<file path="config.mk">
export PLATFORM = sky130hd
export DESIGN_NAME = i3c_rx_top
export DESIGN_NICKNAME = d
export VERILOG_FILES = /design/src/i3c_rx_pkg.sv /design/src/descriptor_rx.sv /design/src/i3c_rx_top.sv /design/src/rx_queue.sv /design/src/target_rx_fsm.sv
export SDC_FILE = /design/constraint.sdc
export NUM_CORES = 1
export LEC_CHECK = 0
export BUFFER_PORTS_ARGS = -buffer_cell sky130_fd_sc_hd__buf_2
export CORE_MARGIN = 2
export CORE_UTILIZATION = 53
export CTS_BUF_LIST = sky130_fd_sc_hd__clkbuf_16
export DETAILED_ROUTE_END_ITERATION = 7
export GPL_TIMING_DRIVEN = 0
export HOLD_SLACK_MARGIN = 0.08
export PLACE_DENSITY = 0.73
export SLEW_MARGIN = 20
export SYNTH_ARGS = -nofsm -noshare
export SYNTH_HDL_FRONTEND = slang
export SYNTH_SLANG_ARGS = --single-unit
export TNS_END_PERCENT = 50
</file>
<file path="constraint.sdc">
create_clock -name clk_i -period 5.8 [get_ports clk_i]
set_clock_uncertainty 0.2 [all_clocks]
set_input_delay 0.87 -clock clk_i [delete_from_list [all_inputs] [get_ports clk_i]]
set_output_delay 0.87 -clock clk_i [all_outputs]
set_load 0.1 [all_outputs]
</file>
<file path="src/i3c_rx_pkg.sv">
// I3C RX path definitions
`default_nettype none

package i3c_rx_pkg;

  // Width of one entry in the RX data queue
  localparam int unsigned RxDataWidth = 8;

  // Width of one entry in the RX descriptor queue
  localparam int unsigned RxDescWidth = 32;

  // Number of entries in the RX data queue
  localparam int unsigned RxDataDepth = 8;

  // Number of entries in the RX descriptor queue
  localparam int unsigned RxDescDepth = 4;

  // Width of the per-transfer byte counter
  localparam int unsigned RxLenWidth = 16;

  // Error code reported in the descriptor
  typedef enum logic [3:0] {
    RX_ERR_NONE     = 4'd0,
    // T-bit did not give odd parity
    RX_ERR_PARITY   = 4'd1,
    // Byte arrived with the data queue full
    RX_ERR_OVERFLOW = 4'd2
  } rx_err_e;

  // RX descriptor, most significant field first
  typedef struct packed {
    rx_err_e               err;
    logic [11:0]           rsvd;
    logic [RxLenWidth-1:0] len;
  } rx_desc_t;

  // Bit receiver states
  typedef enum logic [1:0] {
    RX_IDLE,
    RX_DATA,
    RX_TBIT,
    RX_DISCARD
  } rx_state_e;

endpackage

`default_nettype wire

</file>
<file path="src/descriptor_rx.sv">
// RX descriptor generator
`timescale 1ns/1ns
`default_nettype none

module descriptor_rx
  import i3c_rx_pkg::*;
(
  input  logic                   clk_i,
  input  logic                   rst_ni,

  // From the bit receiver
  input  logic [7:0]             rx_byte_i,
  input  logic                   rx_byte_valid_i,
  input  logic                   rx_byte_last_i,
  input  logic                   rx_byte_err_i,
  input  rx_err_e                rx_byte_err_code_i,
  output logic                   rx_byte_ready_o,

  // RX data queue write side
  input  logic                   tti_rx_queue_full_i,
  output logic                   tti_rx_queue_wvalid_o,
  output logic [RxDataWidth-1:0] tti_rx_queue_wdata_o,

  // RX descriptor queue write side
  output logic                   tti_rx_desc_queue_wvalid_o,
  output rx_desc_t               tti_rx_desc_queue_wdata_o
);

  logic [RxLenWidth-1:0] byte_cnt_q;
  logic [RxLenWidth-1:0] len_q;
  rx_err_e               err_q;
  logic                  transfer_end;
  logic                  byte_accept;
  logic                  transfer_end_q;

  // Either end pulse closes the transfer
  assign transfer_end = rx_byte_last_i | rx_byte_err_i;
  assign byte_accept  = rx_byte_valid_i & rx_byte_ready_o;

  // Room in the data queue
  assign rx_byte_ready_o = ~tti_rx_queue_full_i;

  // Byte goes straight into the data queue
  assign tti_rx_queue_wvalid_o = byte_accept;
  assign tti_rx_queue_wdata_o  = rx_byte_i;

  // Bytes accepted in the current transfer
  always_ff @(posedge clk_i or negedge rst_ni) begin : proc_count
    if (!rst_ni) begin
      byte_cnt_q <= '0;
    end else if (transfer_end) begin
      byte_cnt_q <= '0;
    end else if (byte_accept) begin
      byte_cnt_q <= byte_cnt_q + 1'b1;
    end
  end

  // Capture length and error code at the end pulse
  always_ff @(posedge clk_i or negedge rst_ni) begin : proc_capture
    if (!rst_ni) begin
      len_q          <= '0;
      err_q          <= RX_ERR_NONE;
      transfer_end_q <= 1'b0;
    end else begin
      transfer_end_q <= transfer_end;
      if (transfer_end) begin
        len_q <= byte_cnt_q;
        err_q <= rx_byte_err_i ? rx_byte_err_code_i : RX_ERR_NONE;
      end
    end
  end

  // Descriptor pushed one cycle after the end pulse
  assign tti_rx_desc_queue_wvalid_o     = transfer_end_q;
  assign tti_rx_desc_queue_wdata_o.err  = err_q;
  assign tti_rx_desc_queue_wdata_o.rsvd = '0;
  assign tti_rx_desc_queue_wdata_o.len  = len_q;

  // Length field cannot wrap inside one transfer
  a_no_wrap : assert property (@(posedge clk_i) disable iff (!rst_ni)
    byte_accept |-> (byte_cnt_q != '1));

endmodule

`default_nettype wire

</file>
<file path="src/i3c_rx_top.sv">
// I3C target RX path top
`timescale 1ns/1ns
`default_nettype none

module i3c_rx_top
  import i3c_rx_pkg::*;
(
  input  logic                   clk_i,
  input  logic                   rst_ni,

  // Sampled bus bits
  input  logic                   bit_valid_i,
  input  logic                   bit_i,
  input  logic                   stop_i,

  // Data queue read side
  input  logic                   data_pop_i,
  output logic [RxDataWidth-1:0] data_o,
  output logic                   data_empty_o,

  // Descriptor queue read side
  input  logic                   desc_pop_i,
  output rx_desc_t               desc_o,
  output logic                   desc_empty_o
);

  // Receiver to descriptor block
  logic [7:0]             rx_byte;
  logic                   rx_byte_valid;
  logic                   rx_byte_last;
  logic                   rx_byte_err;
  rx_err_e                rx_byte_err_code;
  logic                   rx_byte_ready;

  // Descriptor block to queues
  logic                   data_push;
  logic [RxDataWidth-1:0] data_wdata;
  logic                   data_full;
  logic                   desc_push;
  rx_desc_t               desc_wdata;

  target_rx_fsm u_rx_fsm (
    .clk_i              (clk_i),
    .rst_ni             (rst_ni),
    .bit_valid_i        (bit_valid_i),
    .bit_i              (bit_i),
    .stop_i             (stop_i),
    .rx_byte_ready_i    (rx_byte_ready),
    .rx_byte_o          (rx_byte),
    .rx_byte_valid_o    (rx_byte_valid),
    .rx_byte_last_o     (rx_byte_last),
    .rx_byte_err_o      (rx_byte_err),
    .rx_byte_err_code_o (rx_byte_err_code)
  );

  descriptor_rx u_desc_rx (
    .clk_i                      (clk_i),
    .rst_ni                     (rst_ni),
    .rx_byte_i                  (rx_byte),
    .rx_byte_valid_i            (rx_byte_valid),
    .rx_byte_last_i             (rx_byte_last),
    .rx_byte_err_i              (rx_byte_err),
    .rx_byte_err_code_i         (rx_byte_err_code),
    .rx_byte_ready_o            (rx_byte_ready),
    .tti_rx_queue_full_i        (data_full),
    .tti_rx_queue_wvalid_o      (data_push),
    .tti_rx_queue_wdata_o       (data_wdata),
    .tti_rx_desc_queue_wvalid_o (desc_push),
    .tti_rx_desc_queue_wdata_o  (desc_wdata)
  );

  // RX data bytes
  rx_queue #(.Width(RxDataWidth), .Depth(RxDataDepth)) u_data_q (
    .clk_i   (clk_i),
    .rst_ni  (rst_ni),
    .push_i  (data_push),
    .wdata_i (data_wdata),
    .pop_i   (data_pop_i),
    .rdata_o (data_o),
    .full_o  (data_full),
    .empty_o (data_empty_o)
  );

  // RX descriptors, a push while full is dropped by the queue
  rx_queue #(.Width(RxDescWidth), .Depth(RxDescDepth)) u_desc_q (
    .clk_i   (clk_i),
    .rst_ni  (rst_ni),
    .push_i  (desc_push),
    .wdata_i (desc_wdata),
    .pop_i   (desc_pop_i),
    .rdata_o (desc_o),
    .full_o  (),
    .empty_o (desc_empty_o)
  );

endmodule

`default_nettype wire

</file>
<file path="src/rx_queue.sv">
// Show-ahead FIFO
`timescale 1ns/1ns
`default_nettype none

module rx_queue #(
  parameter int unsigned Width = 8,
  // Power of two, pointers wrap on overflow
  parameter int unsigned Depth = 8
) (
  input  logic             clk_i,
  input  logic             rst_ni,

  // Write side
  input  logic             push_i,
  input  logic [Width-1:0] wdata_i,

  // Read side, head entry always on rdata_o
  input  logic             pop_i,
  output logic [Width-1:0] rdata_o,
  output logic             full_o,
  output logic             empty_o
);

  logic [Width-1:0]             mem_q [Depth];
  logic [$clog2(Depth)-1:0]     wr_ptr_q;
  logic [$clog2(Depth)-1:0]     rd_ptr_q;
  logic [$clog2(Depth+1)-1:0]   count_q;
  logic                         push_ok;
  logic                         pop_ok;

  assign full_o  = (count_q == ($clog2(Depth+1))'(Depth));
  assign empty_o = (count_q == '0);

  // Push into a full queue is dropped
  assign push_ok = push_i & ~full_o;
  assign pop_ok  = pop_i & ~empty_o;

  // Storage
  always_ff @(posedge clk_i) begin : proc_mem
    if (push_ok) begin
      mem_q[wr_ptr_q] <= wdata_i;
    end
  end

  // Pointers and occupancy
  always_ff @(posedge clk_i or negedge rst_ni) begin : proc_ptr
    if (!rst_ni) begin
      wr_ptr_q <= '0;
      rd_ptr_q <= '0;
      count_q  <= '0;
    end else begin
      if (push_ok) begin
        wr_ptr_q <= wr_ptr_q + 1'b1;
      end
      if (pop_ok) begin
        rd_ptr_q <= rd_ptr_q + 1'b1;
      end
      // Simultaneous push and pop keep the count
      if (push_ok && !pop_ok) begin
        count_q <= count_q + 1'b1;
      end else if (pop_ok && !push_ok) begin
        count_q <= count_q - 1'b1;
      end
    end
  end

  // Head entry shown directly
  assign rdata_o = mem_q[rd_ptr_q];

  a_no_push_full : assert property (@(posedge clk_i) disable iff (!rst_ni)
    push_i |-> !full_o);

  a_no_pop_empty : assert property (@(posedge clk_i) disable iff (!rst_ni)
    pop_i |-> !empty_o);

endmodule

`default_nettype wire

</file>
<file path="src/target_rx_fsm.sv">
// I3C target bit receiver
`timescale 1ns/1ns
`default_nettype none

module target_rx_fsm
  import i3c_rx_pkg::*;
(
  input  logic       clk_i,
  input  logic       rst_ni,

  // Sampled bus bits and end of transfer
  input  logic       bit_valid_i,
  input  logic       bit_i,
  input  logic       stop_i,

  // Towards the descriptor block
  input  logic       rx_byte_ready_i,
  output logic [7:0] rx_byte_o,
  output logic       rx_byte_valid_o,
  output logic       rx_byte_last_o,
  output logic       rx_byte_err_o,
  output rx_err_e    rx_byte_err_code_o
);

  rx_state_e  state_q;
  logic [7:0] shift_q;
  logic [2:0] bit_cnt_q;
  logic       data_bit;
  logic       tbit;
  logic       parity_ok;

  // Strobe of a data bit, stop wins over a bit in the same cycle
  assign data_bit = bit_valid_i & ~stop_i &
                    ((state_q == RX_IDLE) | (state_q == RX_DATA));

  // Strobe of the ninth bit of a byte
  assign tbit = bit_valid_i & ~stop_i & (state_q == RX_TBIT);

  // Data ones plus T-bit must be odd
  assign parity_ok = ^{shift_q, bit_i};

  // Shift register, MSB arrives first
  always_ff @(posedge clk_i) begin : proc_shift
    if (data_bit) begin
      shift_q <= {shift_q[6:0], bit_i};
    end
  end

  // Byte handed over on the cycle after the T-bit
  always_ff @(posedge clk_i) begin : proc_byte
    if (tbit) begin
      rx_byte_o <= shift_q;
    end
  end

  always_ff @(posedge clk_i or negedge rst_ni) begin : proc_fsm
    if (!rst_ni) begin
      state_q            <= RX_IDLE;
      bit_cnt_q          <= '0;
      rx_byte_valid_o    <= 1'b0;
      rx_byte_last_o     <= 1'b0;
      rx_byte_err_o      <= 1'b0;
      rx_byte_err_code_o <= RX_ERR_NONE;
    end else begin
      // Pulses last one cycle
      rx_byte_valid_o <= 1'b0;
      rx_byte_last_o  <= 1'b0;
      rx_byte_err_o   <= 1'b0;

      if (stop_i) begin
        // Partial byte is thrown away
        bit_cnt_q <= '0;
        state_q   <= RX_IDLE;
        // An error pulse already closed this transfer
        if (state_q != RX_DISCARD) begin
          rx_byte_last_o <= 1'b1;
        end
      end else if (bit_valid_i) begin
        unique case (state_q)
          RX_IDLE, RX_DATA: begin
            bit_cnt_q <= bit_cnt_q + 1'b1;
            if (bit_cnt_q == 3'd7) begin
              state_q <= RX_TBIT;
            end else begin
              state_q <= RX_DATA;
            end
          end
          RX_TBIT: begin
            bit_cnt_q <= '0;
            if (!parity_ok) begin
              rx_byte_err_o      <= 1'b1;
              rx_byte_err_code_o <= RX_ERR_PARITY;
              state_q            <= RX_DISCARD;
            end else if (!rx_byte_ready_i) begin
              // No room, byte is lost
              rx_byte_err_o      <= 1'b1;
              rx_byte_err_code_o <= RX_ERR_OVERFLOW;
              state_q            <= RX_DISCARD;
            end else begin
              rx_byte_valid_o <= 1'b1;
              state_q         <= RX_IDLE;
            end
          end
          default: begin
            // Ignore bits until the next stop
            state_q <= RX_DISCARD;
          end
        endcase
      end
    end
  end

  // Byte, end and error never meet in one cycle
  a_pulse_onehot : assert property (@(posedge clk_i) disable iff (!rst_ni)
    $onehot0({rx_byte_valid_o, rx_byte_last_o, rx_byte_err_o}));

  // Data queue still has room when the byte arrives there
  a_valid_ready : assert property (@(posedge clk_i) disable iff (!rst_ni)
    rx_byte_valid_o |-> rx_byte_ready_i);

endmodule

`default_nettype wire

</file>
# After elaboration in Yosys (flattened, before gate mapping)
# Memory sizes are Yosys's and may differ from the RTL's.
# Index checks and enable logic that the tools add are counted.
# classes
n_eq_ne,7
mux,34
shifts,0
n_div,0
multipliers,0
n_addsub,10
n_bitwise,15
n_reduce_logical,20
n_lt_le_gt_ge,0
# ops
op,count
$mux 16,2
$mux 4,5
$add 16x1->16 const B,1
$mux 1,16
$add 3x1->3 const B,4
$mux 3,4
$mux 2,5
$reduce_xor 9->1,1
$and 1x1->1,8
$reduce_bool 2->1,4
$eq 3x3->1 const B,2
$pmux 3 s2,1
$not 1->1,5
$add 2x1->2 const B,2
$add 4x1->4 const B,1
$eq 4x4->1 const B,1
$logic_and 1x1->1,4
$logic_not 1->1,4
$logic_not 4->1,1
$pmux 2 s2,1
$reduce_and 4->1,1
$sub 4x1->4 const B,1
$logic_not 3->1,1
$reduce_bool 3->1,1
other kinds (9),10
# word_totals
regBits,82
mem_count,2
latch_bits,0
romBits,0
ramBits,144
# memory_table
name,words,width,read_ports,rd_ports_with_merged_regs,wr,line_no,rtl
u_desc_q.mem_q,4,20,1,0,1,rx_queue.sv:24,logic [Width-1:0] mem_q [Depth];
u_data_q.mem_q,8,8,1,0,1,rx_queue.sv:24,

# Depth between registers and ports, before layout
# Gate-level depths: netlist of the first run.
# depth
depth_word,8
mapped_depth,12

# Hierarchy
# From an unflattened synthesis of the first run, not the netlist that was laid out.
# unflattened
hier_cells,613
area_unflattened_um2,10958.0
# modules_own_cells
module,n_inst,area_per_inst_um2,cells_each
rx_queue at u_desc_q,1,5061.1,205
rx_queue at u_data_q,1,3133.0,157
descriptor_rx,1,1746.7,184
target_rx_fsm,1,1017.2,67

# Worst setup path after synthesis of the first run
# No wires, ideal clock.
# synth_timing
path_type,register to register
start,register u_data_q.count_q[0]
end,register u_data_q.count_q[3]
slack_ns,0.483
path_stages_with_launch,11
synth_period_minus_slack_ns,5.317
arrival_time_ns,4.992
cell_sequence,dfrtp_1 > nor4_1 > nand2b_1 > ha_1 > inv_1 > ha_1 > a21o_1 > a21oi_1 > xnor2_1 > nor2_1 > xor2_1
# synth_rtl
element,line_no,rtl
"start, declared",rx_queue.sv:27,logic [$clog2(Depth+1)-1:0] count_q;
"start signal, assigned",rx_queue.sv:60,count_q <= count_q + 1'b1;
"start signal, assigned",rx_queue.sv:62,count_q <= count_q - 1'b1;
$logic_not 4->1 *,rx_queue.sv:32,assign empty_o = (count_q == '0);
net data_empty_o,i3c_rx_top.sv:19,"output logic data_empty_o,"
$not 1->1 *,rx_queue.sv:36,assign pop_ok = pop_i & ~empty_o;
$and 1x1->1 *,rx_queue.sv:36,
$logic_not 1->1,rx_queue.sv:59,if (push_ok && !pop_ok) begin
$logic_and 1x1->1,rx_queue.sv:59,
$mux 4 or $reduce_bool 2->1 (tied branches),n/a,
# Mark *: on every way through the listed nets, which the timed path passes. The rest lies on a longest branch. The select of a mux whose other input is x is not followed.
# A chain may end at the register's enable or synchronous reset.

# Worst setup path in the final report of the first run
# layout_timing
start,register u_data_q.rd_ptr_q[1]
end,output port data_o[2]
# layout_via
elab_chain_cells,1
# layout_lines
element,line_no,rtl
"start, declared",rx_queue.sv:26,logic [$clog2(Depth)-1:0] rd_ptr_q;
"start signal, assigned",rx_queue.sv:56,rd_ptr_q <= rd_ptr_q + 1'b1;
$mem_v2 8x8,n/a,
"end, declared",i3c_rx_top.sv:18,"output logic [RxDataWidth-1:0] data_o,"
# No other way between the ends.

==> results of run 1 <==
[worst min-delay path by stage]
stage                                         start                                    endpoint  slack (ns)  cells past startpoint
finish                                       rst_ni            u_desc_q.wr_ptr_q[0]$_DFFE_PN0P_        0.26                      1
global route                                 rst_ni  u_rx_fsm.rx_byte_err_code_o[1]$_DFFE_PN0P_        0.32                      1
CTS                                          rst_ni  u_rx_fsm.rx_byte_err_code_o[1]$_DFFE_PN0P_        0.28                      1
detailed placement    u_rx_fsm.shift_q[1]$_DFFE_PP_             u_rx_fsm.rx_byte_o[1]$_DFFE_PP_        0.29                      0
global placement    u_desc_q.count_q[2]$_DFFE_PN0P_             u_desc_q.count_q[2]$_DFFE_PN0P_        0.28                      1
floorplan           u_desc_q.count_q[2]$_DFFE_PN0P_             u_desc_q.count_q[2]$_DFFE_PN0P_        0.26                      1
[per-stage QoR]
step	instance area (um^2)	utilization, %	hold slack (ns)	cells	power, W
after global routing	9701	61.51	0.3169	808	0.005365
final	9701	61.51	0.2635	808	0.005156
after floorplan	8552	-	0.2643	517	0.003601
after global placement	8992	57.02	0.2811	767	0.003868
after CTS	9701	61.51	0.2828	808	0.005208
after detailed placement	9026	57.24	0.2934	768	0.003913
[registers in the layout, indices dropped and copies added, names as in the netlist, 2 cells and up]
register                     count
u_desc_q.rd_ptr_q                2
u_data_q.count_q                 4
u_desc_rx.err_q                  2
u_desc_q.mem_q                  72
u_rx_fsm.rx_byte_o               8
u_rx_fsm.state_q                 2
u_desc_rx.byte_cnt_q            16
u_desc_q.wr_ptr_q                2
u_data_q.wr_ptr_q                3
u_rx_fsm.shift_q                 8
u_desc_q.count_q                 3
u_data_q.mem_q                  64
u_rx_fsm.bit_cnt_q               3
u_data_q.rd_ptr_q                3
u_rx_fsm.rx_byte_err_code_o      2
u_desc_rx.len_q                 16
[synthesized netlist by cell type, drive strengths merged, types with 5 or more instances]
master  instances  area [um^2]
mux4           34        765.7
o21ai           5        25.02
clkbuf          5        18.77
and2            7        46.30
xnor2          16        147.7
mux2           11        123.9
nor2           30        112.6
nand3           6        30.03
dfrtp          62         1551
xor2           19        166.4
inv             9        33.78
edfxtp        152         4564
buf            22        151.4
nand2          68        255.2
nor3            6        30.03
ha             13        162.7
[critical path: stages (launching register included)]
cell and delay [ns]:
dfrtp_1 0.35, clkbuf_1 0.41, buf_2 0.39, mux4_2 0.37, mux2_2 0.28, buf_2 0.29
[power by group]
group	leakage (nW)	total (W)	switching, W	internal [W]
registers	2.19	0.00189	0.0000754	0.00182
logic	1.18	0.00197	0.00147	0.000497
clock network	0.357	0.00129	0.000536	0.000758
total	3.72	0.00516	0.00209	0.00307
[final cells by class]
type / instances / area [um^2] / share of cell area (%)
flip-flops and latches: 214 / 6116 / 63.05
well taps: 216 / 270.3 / 2.786
plain buffers: 27 / 170.2 / 1.754
multi-input cells: 267 / 2258 / 23.28
inverters: 9 / 33.78 / 0.3483
clock buffers: 23 / 575.6 / 5.933
clock inverters: 17 / 98.84 / 1.019
repair buffers: 35 / 177.7 / 1.832
[cells by family (layout without fill, tap and decap cells)]
kind of cell | Yosys count | in the layout | share of synthesized area (%)
AND/OR/NAND/NOR | 138 | 138 | 7.254
XOR/XNOR | 36 | 36 | 3.958
multiplexers | 46 | 46 | 10.58
flip-flops | 214 | 214 | 71.92
AO/OA/AOI/OAI | 18 | 18 | 1.457
adder cells (fa/ha/maj) | 15 | 15 | 2.384
buffers and inverters | 36 | 111 | 2.399
other | 1 | 14 | 0.04410
[metal layers]
metal | global-route usage, % | up-vias
li1 | - | 1985
met1 | 24.91 | 2167
met2 | 29.01 | 104
met3 | 2.972 | 24
met4 | 5.131 | 0
met5 | 0 | -
==> impl_metrics.py, run 1 <==
metrics = {
    "logic_synthesis": {
        "syn_avg_cell_area_um2": 16.87,
        "ys_types": 43,
        "yosys_most_used_dff": "edfxtp_1",
        "seq_area_frac_synth_pct": 71.92,
        "synth_area_um2": 8503,
        "syn-instance-count": 504,
        "synth-edff-count": 152,
        "synth-seq-cells": 214,
        "synth_warnings": 0,
        "ys_async_sr_fraction_pct": 28.97,
    },
    "finish": {
        "area_growth_pct": 14.08,
        "layout.nets": 598,
        "final_cell_mix": "152 x edfxtp_1, 68 x nand2_1, 62 x dfrtp_1, 38 x buf_2, 34 x mux4_2",
        "diodes": 0,
        "nFillCells": 1127,
        "final_common_cell": "edfxtp_1",
        "drive_gt1_share_pct": 23.65,
    },
    "clock_tree": {
        "cts_buffer_depth": 3,
        "post_cts_buffers": 0,
        "cts_tree": "done",
        "htree_levels": 1,
        "clock-sinks": 214,
        "cts-hold-fix-buffers": 0,
        "cts_made_buffers": 22,
        "post_cts_resized": 0,
        "root_buffer": "clkbuf_16",
        "clkLatencyLatePin_ns": 0.49,
        "path_clk_slew_ns": 0.06,
    },
    "placed_design": {
        "dp_slack_ns": 2.688,
        "gp_congestion": 0.7633,
        "numPortBuffers": 34,
        "hpwl_um": 9149,
    },
    "sta": {
        "setup_slack_ns": 2.135,
        "period_share_pct": 63.19,
        "finalSetupTns_ns": 0,
        "slew_headroom_pct": 33.77,
        "finalHoldViolCount": 0,
        "tightest_slew_ns": 0.9934,
        "rsz0062_at_grt": "false",
        "drv_slew": 0,
        "fin_crit_ns": 3.665,
        "fmax_mhz": 272.9,
        "setup_viol": 0,
    },
    "detailed_routing": {
        "wl_met2_um": 7116,
        "wl_met3_um": 775,
        "via_per_inst": 5.297,
        "highest_layer": "met4",
        "first_pass_iters": 4,
        "drt_iter0_drc": 403,
        "wl_per_cell_um": 17.80,
        "postRouteWirelength_um": 14380,
        "drtAntennaViolNets": 0,
        "route.detailed.drc": 0,
        "vias": 4280,
        "drt-met1-wl_um": 6234,
    },
    "global_route": {
        "grt.overflow.total": 0,
        "track_usage_pct": 17.68,
        "grt_antenna_before_repair": 0,
        "grt_pass1_wl_um": 23080,
        "grt_max_degree": 63,
        "grt_pass1_vias": 4376,
    },
    "critical_path": {
        "r2r_end": "u_data_q.count_q[3]$_DFFE_PN0P_",
        "crit_path_end_kind": "output port",
        "required_ns": 4.73,
        "path_max_fanout": 10,
        "rrSetupSlack_ns": 2.95,
        "timing.rr.start": "u_data_q.count_q[0]$_DFFE_PN0P_",
        "critPathLaunchType": "flop",
        "r2r_cells": 12,
        "cp-startpoint": "u_data_q.rd_ptr_q[1]$_DFFE_PN0P_",
        "crit_end": "data_o[2]",
        "worstSetupPathType": "reg2out",
        "critPathArrivalTime_ns": 2.59,
    },
    "floorplan": {
        "dieWidth_um": 130.7,
        "die_h_um": 130.7,
        "ios": 49,
        "rows": 46,
        "initial_core_util_pct": 53.92,
        "die-area_um2": 17070,
        "core-area_um2": 15770,
    },
    "min_path": {
        "hold_class": "in2async",
    },
    "power": {
        "ir_drop_mv": 0.2960,
        "power_density_nw_per_um2": 531.6,
        "p_leak_nw": 3.719,
    },
    "run": {
        "drv_cap": 0,
    },
    "outcome": {
        "status": "finished clean",
    },
}
Note: power is estimated with default switching activity, not from simulation.
==> run 2: changes to the inputs <==
==> constraint.sdc (replaced) <==
create_clock -name clk_i -period 3.5 [get_ports clk_i]
set_clock_uncertainty 0.2 [all_clocks]
set_input_delay 0.525 -clock clk_i [delete_from_list [all_inputs] [get_ports clk_i]]
set_output_delay 0.525 -clock clk_i [all_outputs]
set_load 0.1 [all_outputs]
==> run 2 against run 1 <==
Net effect:
- cell count is 0.37% higher
- die area stayed put
- count of clock-buffer cells in the layout stayed put
- power is 66% higher
- register-to-register slack worse by 2.4 ns
- design area is 0.54% higher
- hold slack worse by 0.12 ns
- core utilization is 0.33 points higher
- non-clock buffer count is 3 higher
- via count hardly changed
- clock power is 68% higher
- global-route usage is 0.11 points lower
==> impl_metrics.py, run 2 (synthesis gave the netlist of run 1 again) <==
metrics = {
    "clock_tree": {
        "clkLatencyLatePin_ns": 0.49,
        "cts_made_buffers": 22,
        "clock-sinks": 214,
        "path_clk_slew_ns": 0.06,
        "root_buffer": "clkbuf_16",
        "cts_buffer_depth": 3,
        "htree_levels": 1,
        "cts_tree": "done",
    },
    "placed_design": {
        "hpwl_um": 8983,
        "numPortBuffers": 34,
        "gp_congestion": 0.7633,
        "dp_slack_ns": 0.5839,
    },
    "finish": {
        "drive_gt1_share_pct": 23.70,
        "layout.nets": 601,
        "diodes": 0,
        "largest-register": "u_desc_q.mem_q",
        "fin_util_pct": 61.85,
        "final_common_cell": "edfxtp_1",
        "final_cell_mix": "152 x edfxtp_1, 68 x nand2_1, 62 x dfrtp_1, 38 x buf_2, 34 x mux4_2",
        "area_growth_pct": 14.70,
        "largest_reg_flops": 72,
        "top_regs": "u_desc_q.mem_q (72), u_data_q.mem_q (64)",
    },
    "outcome": {
        "status": "finished clean",
    },
    "critical_path": {
        "r2r_cells": 12,
        "cp-startpoint": "u_data_q.rd_ptr_q[1]$_DFFE_PN0P_",
        "critPathLaunchType": "flop",
        "crit_path_end_kind": "output port",
        "required_ns": 2.77,
        "timing.rr.start": "u_data_q.count_q[0]$_DFFE_PN0P_",
        "crit_end": "data_o[1]",
        "path_max_fanout": 10,
        "rrSetupSlack_ns": 0.56,
        "worstSetupPathType": "reg2out",
        "r2r_end": "u_data_q.count_q[3]$_DFFE_PN0P_",
        "critPathArrivalTime_ns": 2.59,
    },
    "floorplan": {
        "ios": 49,
        "initial_core_util_pct": 53.92,
        "dieWidth_um": 130.7,
        "core-area_um2": 15770,
        "die_h_um": 130.7,
        "rows": 46,
        "die-area_um2": 17070,
    },
    "sta": {
        "finalHoldViolCount": 0,
        "tightest_slew_ns": 0.9770,
        "fmax_mhz": 301.8,
        "finalSetupTns_ns": 0,
        "rsz0062_at_grt": "false",
        "slew_headroom_pct": 34.86,
        "period_share_pct": 94.67,
        "fin_crit_ns": 3.314,
        "setup_viol": 0,
        "drv_slew": 0,
        "setup_slack_ns": 0.1865,
    },
    "global_route": {
        "grt.overflow.total": 0,
        "grt_pass1_vias": 4323,
        "track_usage_pct": 17.57,
        "grt_pass1_wl_um": 22840,
        "grt_antenna_before_repair": 0,
        "grt_max_degree": 63,
    },
    "run": {
        "drv_cap": 0,
    },
    "power": {
        "ir_drop_mv": 0.4424,
        "power_density_nw_per_um2": 879.7,
        "p_total_w": 0.008580,
        "p_leak_nw": 3.727,
    },
    "min_path": {
        "whs_path_depth": 3,
        "hold_class": "in2reg",
    },
    "detailed_routing": {
        "route.detailed.drc": 0,
        "first_pass_iters": 4,
        "postRouteWirelength_um": 14210,
        "via_per_inst": 5.282,
        "vias": 4284,
        "wl_per_cell_um": 17.52,
        "drt_iter0_drc": 443,
        "drtAntennaViolNets": 0,
    },
}
## run 2: changes by cell type in the layout (fill, tap and decap cells not counted), sizes merged
| cell | delta |
|---|---|
| inv | -2 |
| clkinvlp | -1 |
| dlygate4sd3 | +3 |
| clkinv | +3 |
## run 2: routing by layer
layer  share of wire [%]  track usage, %  vias up  routed length, um
met1                  45           25.40     2164               6408
met5                   0               0        -                  0
met4                 2.0           5.632        0                281
li1                    -               -     1991                  -
met3                 5.0           3.094       26                712
met2                  48           27.79      103               6803
## run 2: timing repair
item	4_1_cts	5_1_grt
resized for setup	0	0
hold buffers	3	0
hold endpoints to repair	65	0
endpoints found under the setup margin	0	0
buffers inserted	0	0
## run 2: report_power, final
group | internal, W | total, W | switching (W) | leakage (nW)
Sequential | 0.00301 | 0.00315 | 0.000140 | 2.19
Combinational | 0.000829 | 0.00326 | 0.00243 | 1.19
Clock | 0.00126 | 0.00217 | 0.000911 | 0.349
## run 2: how the worst min path moves through the flow
stage | from | to | slack, ns
floorplan | rst_ni | u_data_q.count_q[0]$_DFFE_PN0P_ | 0.03
global placement | u_rx_fsm.rx_byte_err_code_o[1]$_DFFE_PN0P_ | u_rx_fsm.rx_byte_err_code_o[1]$_DFFE_PN0P_ | 0.28
detailed placement | u_rx_fsm.rx_byte_err_code_o[1]$_DFFE_PN0P_ | u_rx_fsm.rx_byte_err_code_o[1]$_DFFE_PN0P_ | 0.29
CTS | desc_pop_i | u_desc_q.rd_ptr_q[1]$_DFFE_PN0P_ | 0.12
global route | desc_pop_i | u_desc_q.rd_ptr_q[1]$_DFFE_PN0P_ | 0.14
finish | desc_pop_i | u_desc_q.rd_ptr_q[1]$_DFFE_PN0P_ | 0.14
## run 2: worst max-delay path, cell delays in order (launching register included)
cell and delay, ns:
dfrtp_1 0.35, clkbuf_1 0.44, buf_2 0.39, mux4_2 0.35, mux2_2 0.28, buf_2 0.29
## run 2: per-stage QoR
| stage | std cells | cell area [um^2] | hold WS (ns) |
|---|---|---|---|
| floorplan | 517 | 8572 | 0.02941 |
| global route | 811 | 9753 | 0.1415 |
| global placement | 767 | 9012 | 0.2811 |
| CTS | 811 | 9753 | 0.1244 |
| finish | 811 | 9753 | 0.1404 |
| detailed placement | 768 | 9046 | 0.2894 |
## run 2: layout make-up
class                   count  area, um^2
flip-flops and latches    214        6116
inverters                   9       33.78
multi-input cells         267        2278
well taps                 216       270.3
clock buffers              23       575.6
clock inverters            17       101.3
fillers                  1196        6017
repair buffers             38       207.7
plain buffers              27       170.2
